==> src/video_consts.svh <==
`ifndef VIDEO_CONSTS_SVH
`define VIDEO_CONSTS_SVH

// horizontal timing in pixels
`define H_VISIBLE       8
`define H_FRONT         2
`define H_SYNC          2
`define H_BACK          2
`define H_TOTAL         (`H_VISIBLE + `H_FRONT + `H_SYNC + `H_BACK)

// vertical timing in lines
`define V_VISIBLE       4
`define V_FRONT         1
`define V_SYNC          1
`define V_BACK          1
`define V_TOTAL         (`V_VISIBLE + `V_FRONT + `V_SYNC + `V_BACK)

// palette size
`define PAL_DEPTH       64
`define PAL_AWIDTH      6

// cpu register numbers
`define REG_INTR_MASK   0
`define REG_INTR_CLEAR  1
`define REG_SCROLL_A    2
`define REG_SCROLL_B    3
`define REG_PAL_ADDR    4
`define REG_PAL_DATA    5
`define REG_LINE_CMP    6

`endif

==> src/vid_types_pkg.sv <==
`include "video_consts.svh"

package vid_types_pkg;

typedef struct packed {
    logic de;                               // visible pixel
    logic hsync;                            // active high
    logic vsync;                            // active high
} sync_t;

typedef struct packed {
    logic [3:0] x;                          // pixel within line
    logic [2:0] y;                          // line within frame
} pos_t;

typedef logic [`PAL_AWIDTH-1:0] pal_index_t;

typedef struct packed {
    pal_index_t index_a;                    // playfield a entry
    pal_index_t index_b;                    // playfield b entry
} pf_index_t;

// palette entry, mode bit on top
typedef struct packed {
    logic       mode;                       // blend mode bit
    logic [2:0] unused;
    logic [3:0] r;
    logic [3:0] g;
    logic [3:0] b;
} xrgb_t;

typedef struct packed {
    xrgb_t color_a;
    xrgb_t color_b;
} xrgb_pair_t;

endpackage

==> src/reg_types_pkg.sv <==
`include "video_consts.svh"

package reg_types_pkg;

typedef enum logic [3:0] {
    REG_INTR_MASK   = 4'(`REG_INTR_MASK),
    REG_INTR_CLEAR  = 4'(`REG_INTR_CLEAR),
    REG_SCROLL_A    = 4'(`REG_SCROLL_A),
    REG_SCROLL_B    = 4'(`REG_SCROLL_B),
    REG_PAL_ADDR    = 4'(`REG_PAL_ADDR),
    REG_PAL_DATA    = 4'(`REG_PAL_DATA),
    REG_LINE_CMP    = 4'(`REG_LINE_CMP)
} reg_num_t;

// interrupt bits, 2 and 3 reserved
typedef logic [3:0] intr_t;

localparam int INTR_VBLANK = 0;
localparam int INTR_LINE   = 1;

typedef struct packed {
    logic [`PAL_AWIDTH-1:0] scroll_a;       // playfield a offset
    logic [`PAL_AWIDTH-1:0] scroll_b;       // playfield b offset
    logic [2:0]             line_cmp;       // line for compare irq
    intr_t                  intr_mask;      // enabled irq sources
} ctrl_t;

endpackage

==> src/vid_stage_if.sv <==
`timescale 1ns/1ps

// one pixel per clock, no valid, de marks visible
interface vid_stage_if #(
    parameter type payload_t = vid_types_pkg::pos_t
);

vid_types_pkg::sync_t   sync;               // syncs of this pixel
payload_t               payload;            // stage data of this pixel

// producer side
modport src (
    output sync,
    output payload
);

// consumer side, also used by monitors
modport dst (
    input  sync,
    input  payload
);

endinterface

==> src/video_timing.sv <==
`timescale 1ns/1ps
`include "video_consts.svh"

module video_timing (
    input  wire logic   clk,                // pixel clock
    input  wire logic   reset_i,            // sync reset
    vid_stage_if.src    tim_o               // position and syncs out
);

vid_types_pkg::pos_t    pos_q;              // current position
vid_types_pkg::pos_t    pos_nxt;            // position next clock
vid_types_pkg::sync_t   sync_q;             // syncs for pos_q

// syncs for a given position
function automatic vid_types_pkg::sync_t sync_at(input logic [3:0] x, input logic [2:0] y);
    vid_types_pkg::sync_t s;
    s.de    = (x < 4'(`H_VISIBLE)) && (y < 3'(`V_VISIBLE));
    s.hsync = (x >= 4'(`H_VISIBLE + `H_FRONT)) &&
              (x <  4'(`H_VISIBLE + `H_FRONT + `H_SYNC));
    s.vsync = (y >= 3'(`V_VISIBLE + `V_FRONT)) &&
              (y <  3'(`V_VISIBLE + `V_FRONT + `V_SYNC));
    return s;
endfunction

// next pixel, wrap at line and frame end
always_comb begin
    pos_nxt = pos_q;
    if (pos_q.x == 4'(`H_TOTAL - 1)) begin
        pos_nxt.x = 4'd0;                   // new line
        if (pos_q.y == 3'(`V_TOTAL - 1)) begin
            pos_nxt.y = 3'd0;               // new frame
        end else begin
            pos_nxt.y = pos_q.y + 3'd1;
        end
    end else begin
        pos_nxt.x = pos_q.x + 4'd1;
    end
end

always_ff @(posedge clk) begin
    if (reset_i) begin
        pos_q  <= '0;                       // start at x 0, y 0
        sync_q <= sync_at(4'd0, 3'd0);      // syncs match reset position
    end else begin
        pos_q  <= pos_nxt;
        sync_q <= sync_at(pos_nxt.x, pos_nxt.y);
    end
end

assign tim_o.payload = pos_q;
assign tim_o.sync    = sync_q;

endmodule

==> src/playfield_index.sv <==
`timescale 1ns/1ps
`include "video_consts.svh"

module playfield_index (
    input  wire logic                       clk,
    input  wire logic                       reset_i,
    input  wire logic [`PAL_AWIDTH-1:0]     scroll_a_i,     // playfield a offset
    input  wire logic [`PAL_AWIDTH-1:0]     scroll_b_i,     // playfield b offset
    vid_stage_if.dst                        tim_i,          // position in
    vid_stage_if.src                        idx_o           // palette indices out
);

vid_types_pkg::pal_index_t  base_idx;       // unscrolled index
vid_types_pkg::pf_index_t   idx_nxt;

// x + 8*y, 8 pixels per visible line
assign base_idx = {2'b00, tim_i.payload.x} + {tim_i.payload.y, 3'b000};

always_comb begin
    idx_nxt.index_a = base_idx + scroll_a_i;    // wraps mod 64
    idx_nxt.index_b = base_idx + scroll_b_i;
end

// syncs follow the pixel
always_ff @(posedge clk) begin
    if (reset_i) begin
        idx_o.sync <= '0;
    end else begin
        idx_o.sync <= tim_i.sync;
    end
end

always_ff @(posedge clk) begin
    idx_o.payload <= idx_nxt;
end

endmodule

==> src/color_lookup.sv <==
`timescale 1ns/1ps
`include "video_consts.svh"

module color_lookup (
    input  wire logic                       clk,
    input  wire logic                       reset_i,
    input  wire logic                       pal_wr_i,       // palette write strobe
    input  wire logic                       pal_sel_i,      // 0 = palette a, 1 = palette b
    input  wire logic [`PAL_AWIDTH-1:0]     pal_addr_i,     // entry to write
    input  wire vid_types_pkg::xrgb_t       pal_data_i,     // entry value
    vid_stage_if.dst                        idx_i,          // indices in
    vid_stage_if.src                        col_o           // colour pair out
);

vid_types_pkg::xrgb_t   pal_a [`PAL_DEPTH];     // playfield a palette
vid_types_pkg::xrgb_t   pal_b [`PAL_DEPTH];     // playfield b palette
vid_types_pkg::xrgb_t   color_a_q;
vid_types_pkg::xrgb_t   color_b_q;

// palette a, write port from cpu side, read every clock
always_ff @(posedge clk) begin
    if (pal_wr_i && !pal_sel_i) begin
        pal_a[pal_addr_i] <= pal_data_i;
    end
    color_a_q <= pal_a[idx_i.payload.index_a];  // registered read
end

// palette b, same shape
always_ff @(posedge clk) begin
    if (pal_wr_i && pal_sel_i) begin
        pal_b[pal_addr_i] <= pal_data_i;
    end
    color_b_q <= pal_b[idx_i.payload.index_b];
end

// delay syncs to line up with read data
always_ff @(posedge clk) begin
    if (reset_i) begin
        col_o.sync <= '0;
    end else begin
        col_o.sync <= idx_i.sync;
    end
end

assign col_o.payload.color_a = color_a_q;
assign col_o.payload.color_b = color_b_q;

endmodule

==> src/pixel_blend.sv <==
`timescale 1ns/1ps

module pixel_blend (
    input  wire logic   clk,
    input  wire logic   reset_i,
    vid_stage_if.dst    col_i,                  // colour pair in
    output logic [3:0]  red_o,
    output logic [3:0]  green_o,
    output logic [3:0]  blue_o,
    output logic        hsync_o,
    output logic        vsync_o,
    output logic        dv_de_o                 // display enable
);

vid_types_pkg::xrgb_t   col_a;
vid_types_pkg::xrgb_t   col_b;
logic [11:0]            rgb_mix;                // blended r, g, b

// a + b, stick at 15
function automatic logic [3:0] sat_add(input logic [3:0] a, input logic [3:0] b);
    logic [4:0] s;
    s = {1'b0, a} + {1'b0, b};
    return s[4] ? 4'hF : s[3:0];
endfunction

// a - b, stick at 0
function automatic logic [3:0] sat_sub(input logic [3:0] a, input logic [3:0] b);
    logic [4:0] s;
    s = {1'b0, a} - {1'b0, b};
    return s[4] ? 4'h0 : s[3:0];           // borrow means negative
endfunction

assign col_a = col_i.payload.color_a;
assign col_b = col_i.payload.color_b;

// mode from b and a mode bits
always_comb begin
    case ({col_b.mode, col_a.mode})
        2'b00:   rgb_mix = {col_a.r, col_a.g, col_a.b};
        2'b01:   rgb_mix = {col_b.r, col_b.g, col_b.b};
        2'b10:   rgb_mix = {sat_add(col_a.r, col_b.r),
                            sat_add(col_a.g, col_b.g),
                            sat_add(col_a.b, col_b.b)};
        default: rgb_mix = {sat_sub(col_a.r, col_b.r),
                            sat_sub(col_a.g, col_b.g),
                            sat_sub(col_a.b, col_b.b)};
    endcase
end

always_ff @(posedge clk) begin
    if (reset_i) begin
        hsync_o <= 1'b0;
        vsync_o <= 1'b0;
        dv_de_o <= 1'b0;
    end else begin
        hsync_o <= col_i.sync.hsync;
        vsync_o <= col_i.sync.vsync;
        dv_de_o <= col_i.sync.de;
    end
end

// black outside the display area
always_ff @(posedge clk) begin
    if (col_i.sync.de) begin
        {red_o, green_o, blue_o} <= rgb_mix;
    end else begin
        {red_o, green_o, blue_o} <= 12'h000;
    end
end

endmodule

==> src/ctrl_regs.sv <==
`timescale 1ns/1ps
`include "video_consts.svh"

module ctrl_regs (
    input  wire logic                       clk,
    input  wire logic                       reset_i,
    input  wire logic                       reg_wr_i,       // write strobe
    input  wire logic [3:0]                 reg_num_i,      // register number
    input  wire logic [15:0]                reg_data_i,     // write data
    vid_stage_if.dst                        tim_i,          // timing monitor
    output logic [`PAL_AWIDTH-1:0]          scroll_a_o,
    output logic [`PAL_AWIDTH-1:0]          scroll_b_o,
    output logic                            pal_wr_o,       // palette write strobe
    output logic                            pal_sel_o,      // 1 = palette b
    output logic [`PAL_AWIDTH-1:0]          pal_addr_o,
    output vid_types_pkg::xrgb_t            pal_data_o,
    output logic                            bus_intr_o,     // cpu irq strobe
    output reg_types_pkg::intr_t            intr_status_o   // pending irqs
);

reg_types_pkg::reg_num_t    reg_num;
reg_types_pkg::ctrl_t       ctrl_q;
logic [`PAL_AWIDTH:0]       pal_addr_q;     // bit 6 picks palette b
reg_types_pkg::intr_t       intr_signal;    // events this cycle
reg_types_pkg::intr_t       intr_clear;     // cpu clear bits

assign reg_num = reg_types_pkg::reg_num_t'(reg_num_i);

// palette writes go straight through, land on this edge
assign pal_wr_o   = reg_wr_i && (reg_num == reg_types_pkg::REG_PAL_DATA);
assign pal_sel_o  = pal_addr_q[`PAL_AWIDTH];
assign pal_addr_o = pal_addr_q[`PAL_AWIDTH-1:0];
assign pal_data_o = vid_types_pkg::xrgb_t'(reg_data_i);

assign scroll_a_o = ctrl_q.scroll_a;
assign scroll_b_o = ctrl_q.scroll_b;

// register decode
always_ff @(posedge clk) begin
    if (reset_i) begin
        ctrl_q     <= '0;
        pal_addr_q <= '0;
    end else if (reg_wr_i) begin
        case (reg_num)
            reg_types_pkg::REG_INTR_MASK: ctrl_q.intr_mask <= reg_data_i[3:0];
            reg_types_pkg::REG_SCROLL_A:  ctrl_q.scroll_a  <= reg_data_i[`PAL_AWIDTH-1:0];
            reg_types_pkg::REG_SCROLL_B:  ctrl_q.scroll_b  <= reg_data_i[`PAL_AWIDTH-1:0];
            reg_types_pkg::REG_LINE_CMP:  ctrl_q.line_cmp  <= reg_data_i[2:0];
            reg_types_pkg::REG_PAL_ADDR:  pal_addr_q <= reg_data_i[`PAL_AWIDTH:0];
            reg_types_pkg::REG_PAL_DATA:  pal_addr_q <= pal_addr_q + 7'd1;  // wraps in 7 bits
            default: ;                      // intr clear handled below
        endcase
    end
end

// event detect on the timing stage output
always_comb begin
    intr_signal = '0;
    intr_signal[reg_types_pkg::INTR_VBLANK] = (tim_i.payload.x == 4'd0) &&
                                             (tim_i.payload.y == 3'(`V_VISIBLE));
    intr_signal[reg_types_pkg::INTR_LINE]   = (tim_i.payload.x == 4'd0) &&
                                             (tim_i.payload.y == ctrl_q.line_cmp);
    intr_clear = '0;
    if (reg_wr_i && (reg_num == reg_types_pkg::REG_INTR_CLEAR)) begin
        intr_clear = reg_data_i[3:0];
    end
end

// status and strobe
always_ff @(posedge clk) begin
    if (reset_i) begin
        bus_intr_o    <= 1'b0;
        intr_status_o <= '0;
    end else begin
        // only new, enabled events fire
        bus_intr_o    <= |(intr_signal & ctrl_q.intr_mask & ~intr_status_o);
        intr_status_o <= (intr_status_o | intr_signal) & ~intr_clear;  // clear wins
    end
end

endmodule

==> src/video_main.sv <==
`timescale 1ns/1ps
`include "video_consts.svh"

module video_main (
    input  wire logic           clk,                // pixel clock
    input  wire logic           reset_i,            // sync reset
    input  wire logic           reg_wr_i,           // register write strobe
    input  wire logic [3:0]     reg_num_i,          // register number
    input  wire logic [15:0]    reg_data_i,         // register write data
    output logic [3:0]          red_o,
    output logic [3:0]          green_o,
    output logic [3:0]          blue_o,
    output logic                hsync_o,
    output logic                vsync_o,
    output logic                dv_de_o,            // display enable
    output logic                bus_intr_o,         // cpu irq strobe
    output reg_types_pkg::intr_t intr_status_o      // pending irqs
);

logic [`PAL_AWIDTH-1:0]     scroll_a;
logic [`PAL_AWIDTH-1:0]     scroll_b;
logic                       pal_wr;
logic                       pal_sel;
logic [`PAL_AWIDTH-1:0]     pal_addr;
vid_types_pkg::xrgb_t       pal_data;

// pixel path between stages
vid_stage_if #(.payload_t(vid_types_pkg::pos_t))       tim_if ();
vid_stage_if #(.payload_t(vid_types_pkg::pf_index_t))  idx_if ();
vid_stage_if #(.payload_t(vid_types_pkg::xrgb_pair_t)) col_if ();

video_timing u_timing (
    .clk            (clk),
    .reset_i        (reset_i),
    .tim_o          (tim_if.src)
);

playfield_index u_index (
    .clk            (clk),
    .reset_i        (reset_i),
    .scroll_a_i     (scroll_a),
    .scroll_b_i     (scroll_b),
    .tim_i          (tim_if.dst),
    .idx_o          (idx_if.src)
);

color_lookup u_lookup (
    .clk            (clk),
    .reset_i        (reset_i),
    .pal_wr_i       (pal_wr),
    .pal_sel_i      (pal_sel),
    .pal_addr_i     (pal_addr),
    .pal_data_i     (pal_data),
    .idx_i          (idx_if.dst),
    .col_o          (col_if.src)
);

pixel_blend u_blend (
    .clk            (clk),
    .reset_i        (reset_i),
    .col_i          (col_if.dst),
    .red_o          (red_o),
    .green_o        (green_o),
    .blue_o         (blue_o),
    .hsync_o        (hsync_o),
    .vsync_o        (vsync_o),
    .dv_de_o        (dv_de_o)
);

// registers and irqs, watches the timing stage
ctrl_regs u_ctrl (
    .clk            (clk),
    .reset_i        (reset_i),
    .reg_wr_i       (reg_wr_i),
    .reg_num_i      (reg_num_i),
    .reg_data_i     (reg_data_i),
    .tim_i          (tim_if.dst),
    .scroll_a_o     (scroll_a),
    .scroll_b_o     (scroll_b),
    .pal_wr_o       (pal_wr),
    .pal_sel_o      (pal_sel),
    .pal_addr_o     (pal_addr),
    .pal_data_o     (pal_data),
    .bus_intr_o     (bus_intr_o),
    .intr_status_o  (intr_status_o)
);

endmodule

==> config.mk <==
export PLATFORM = sky130hd
export DESIGN_NAME = video_main
export DESIGN_NICKNAME = d
export VERILOG_FILES = /design/src/vid_types_pkg.sv /design/src/reg_types_pkg.sv /design/src/vid_stage_if.sv /design/src/video_timing.sv /design/src/playfield_index.sv /design/src/color_lookup.sv /design/src/pixel_blend.sv /design/src/ctrl_regs.sv /design/src/video_main.sv
export VERILOG_INCLUDE_DIRS = /design/src
export SDC_FILE = /design/constraint.sdc
export NUM_CORES = 2
export LEC_CHECK = 0
export ABC_AREA = 1
export ABC_CLOCK_PERIOD_IN_PS = 2660
export BUFFER_PORTS_ARGS = -buffer_cell sky130_fd_sc_hd__buf_4
export CAP_MARGIN = 20
export CELL_PAD_IN_SITES_DETAIL_PLACEMENT = 2
export CELL_PAD_IN_SITES_GLOBAL_PLACEMENT = 2
export CORE_ASPECT_RATIO = 0.5
export CORE_MARGIN = 2
export CORE_UTILIZATION = 44
export DETAILED_ROUTE_END_ITERATION = 16
export PLACE_DENSITY_LB_ADDON = 0.3
export SETUP_SLACK_MARGIN = 0.02
export SYNTH_ARGS = -nofsm -noshare
export SYNTH_HDL_FRONTEND = slang
export SYNTH_SLANG_ARGS = --single-unit
==> constraint.sdc <==
create_clock -name clk -period 2.66 [get_ports clk]
set_input_delay 0.266 -clock clk [delete_from_list [all_inputs] [get_ports clk]]
set_output_delay 0.266 -clock clk [all_outputs]
set_load 0.01 [all_outputs]
==> impl_metrics.csv <==
group,metric,value,unit
clock_tree,cts.path.max_buffers,4,
route,via_per_inst,6.18,
route,vias,54400,
place,place.gp.congestion,0.854,
floorplan,rows,105,
place,hpwl,167000,µm
grt,grt_max_degree,129,
timing,max_slew_margin,32.8,%
grt,antenna_found_initial,11,
logic_synthesis,synth.ff_latch_count,1762,
route,drc,0,
clock_tree,cts.clk_slew.worst_paths,0.07,ns
floorplan,die_h,290,µm
power_and_ir_drop,cellLeakagePower,29.9,nW
final_layout,fin_area,81900,µm²
grt,grt_pass1_wl,423000,µm
final_layout,final_cells,8810,
clock_tree,clkSinkCount,1762,
floorplan,initial_core_util,44.2,%
power_and_ir_drop,totalPowerFinal,63.2,mW
route,drt-initial-drc-count,6611,
setup_path,worstPathRequired,3.38,ns
power_and_ir_drop,irDropWorstVdd,576,µV
floorplan,boundaryPins,43,
timing,finClkSkew,0.0602,ns
final_layout,final_common_cell,"nand2_1",
hold_path,min_path_type,"input pin to flop",
timing,rsz0062_at_grt,"no",
final_layout,drive_gt1_share,9.01,%
final_layout,multi_input_area,17900,µm²
route,dr.pass1.iters,6,
setup_path,cp.depth,10,
timing,hold_viol,0,
setup_path,critPathLaunch,"u_index.idx_o.payload[0]",
timing,fin_crit_sh,96.2,%
timing,finalCriticalPeriod,2.56,ns
setup_path,r2r_cells,10,
logic_synthesis,yosysUniqueCellTypes,36,
place,place_area,76400,µm²
setup_path,cpPeakStageDelay,0.40,ns
timing,drv_slew,0,
logic_synthesis,synth_area_per_cell,11.4,µm²
timing,hold_slack,0.0480,ns
setup_path,crit_type,"flop to flop",
logic_synthesis,synth_top_cell_by_area,"edfxtp_1",
floorplan,dieArea,167000,µm²
logic_synthesis,synth.net_count,6406,
setup_path,regToRegStartpoint,"u_index.idx_o.payload[0]",
clock_tree,tritoncts,"done",
timing,fmax,0.391,GHz
place,dp_cells,8486,
route,ant_nets,0,
clock_tree,clockRootBuffer,"clkbuf_16",
place,port_buffers,39,
setup_path,crit_fanout,42,
timing,setup_violations,0,
setup_path,cp_top_family,"simple AND/OR/NAND/NOR gates",
timing,finalSetupTns,0,ns
final_layout,syn_to_final_growth,13.5,%
clock_tree,htreeDepth,4,
logic_synthesis,synthCells,6338,
final_layout,num-fill-cells,15900,
final_layout,seqCellArea,52000,µm²
grt,grtUsageTotal,34.5,%
setup_path,slowest_stage,"dfxtp_4",
logic_synthesis,ys_seq_area_share,72.0,%
grt,grt.overflow.total,0,
status,status,"completed",
logic_synthesis,yosys_warnings,0,
setup_path,crit_buf_inv,2,
logic_synthesis,synth.cell_area,72200,µm²
route,detail_route.wl_per_cell,33.1,µm
setup_path,end_kind,"flop",
power_and_ir_drop,p_per_area,772,nW/µm²
setup_path,regToRegSetupSlack,0.10,ns
setup_path,start_kind,"flop",
setup_path,endpoint,"u_lookup.col_o.payload[0]",
setup_path,r2r_end,"u_lookup.col_o.payload[0]",
floorplan,core,163000,µm²
timing,tightest_slew,1.01,ns
grt,grt_pass1_vias,59600,
floorplan,die_w,577,µm
clock_tree,clock_latency,0.85,ns
job,drv_cap,0,
logic_synthesis,synth_top_cell_area_share,69.2,%
logic_synthesis,synth_area_leaders,"edfxtp_1 (69%), nand2_1 (12%), nand3_1 (9.9%)",
final_layout,finalNetCount,6552,
clock_tree,numCtsBuffers,167,
route,routed_wl,291000,µm
setup_path,path_cells,"inv_8 > buf_12 > nand2_1 > nand3_1 > nand3_1 > nand2_1 > nand2_1 > nand3_1 > nand3_1 > nand2_1",
setup_path,arrival,3.27,ns
final_layout,final_cell_mix,"nand2_1 (2266), edfxtp_1 (1664), nand3_1 (1430)",
-- what timing repair did --
action	4_1_cts	5_1_grt
buffers inserted	0	0
hold buffers	22	0
endpoints found under the setup margin	0	0
resized for setup	0	0
endpoints found under the hold margin	192	0
-- cell families (layout without fill, tap and decap cells) --
| group | Yosys count | count (layout) | synth area share, % |
|---|---|---|---|
| simple gates | 3897 | 3897 | 22.9 |
| flops | 1762 | 1762 | 72.0 |
| buf+inv | 501 | 776 | 3.22 |
| compound gates | 113 | 113 | 0.844 |
| fa+ha+maj | 45 | 45 | 0.864 |
| xor+xnor | 20 | 20 | 0.243 |
| other cells | 0 | 4 | 0 |
-- area by class of cell --
cell class	count	share of cell area, %
antenna	4	0.0122
clock buffer	213	5.46
clock inverter	85	0.984
inverter	122	0.593
multi-input combinational	4075	21.9
sequential	1762	63.4
tap	2193	3.35
timing repair buffer	356	4.28
-- power by group --
group          switching [mW]  internal (mW)
sequential              0.331           30.4
combinational            5.43           2.03
clock                    11.6           13.4
-- synth_stat cells, drive strengths merged --
library cell	number
a211oi	1
nand2	2266
o22ai	2
o211ai	6
clkinv	4
a2111oi	1
dfxtp	98
ha	37
nor3b	1
a21oi	47
o2111ai	1
buf	302
nor4	2
nand4	6
fa	8
o21bai	3
edfxtp	1664
or2	2
nor3	11
xor2	11
o221ai	1
clkbuf	77
a21o	2
nor2	177
o21ai	49
nand3b	1
xnor2	9
nand3	1431
inv	118
-- sequential cells by signal, indices dropped and copies added, names as in the netlist --
name and flops:
u_blend.blue_o 4, u_blend.dv_de_o 1, u_blend.green_o 4, u_blend.hsync_o 1, u_blend.red_o 4, u_blend.vsync_o 1
u_ctrl.bus_intr_o 1, u_ctrl.ctrl_q 5, u_ctrl.intr_status_o 4, u_ctrl.pal_addr_q 7, u_ctrl.scroll_a_o 6, u_ctrl.scroll_b_o 6
u_index.idx_o.payload 12, u_index.idx_o.sync 3, u_lookup.col_o.payload 26, u_lookup.col_o.sync 3, u_lookup.pal_a 832, u_lookup.pal_b 832
u_timing.tim_o.payload 7, u_timing.tim_o.sync 3
-- through the flow --
| step | setup WS (ns) | util, % |
|---|---|---|
| final | 0.102 | 50.1 |
| after global routing | 0.0962 | 50.1 |
| after global placement | 0.336 | 46.7 |
| after floorplan | 0.603 | - |
| after detailed placement | 0.260 | 46.7 |
| after CTS | 0.200 | 50.1 |
-- worst reg2reg max path, delay by kind of cell (launching register included) --
kind          cells  cell delay, ns
simple gates      8            1.49
buf+inv           2            0.56
flops             1            0.40
-- layer usage --
metal | wire, µm | global-route usage [%]
met3 | 22100 | 5.98
met5 | 55 | 0
met2 | 144000 | 58.2
met4 | 10800 | 12.5
met1 | 115000 | 44.8
-- worst min path at each step --
stage                          start  slack, ns                         to  cells after the start
4_1_cts                reg_data_i[5]       0.04      u_lookup.pal_a[26][5]                      1
3_5_place_dp   u_index.idx_o.sync[0]       0.41     u_lookup.col_o.sync[0]                      2
6_report               reg_data_i[5]       0.05      u_lookup.pal_a[26][5]                      1
3_3_place_gp   u_index.idx_o.sync[0]       0.39     u_lookup.col_o.sync[0]                      2
5_1_grt                reg_data_i[5]       0.05      u_lookup.pal_a[26][5]                      1
2_1_floorplan                reset_i       0.35  u_timing.tim_o.payload[6]                      1
No activity file was read; power rests on OpenSTA's default activity.
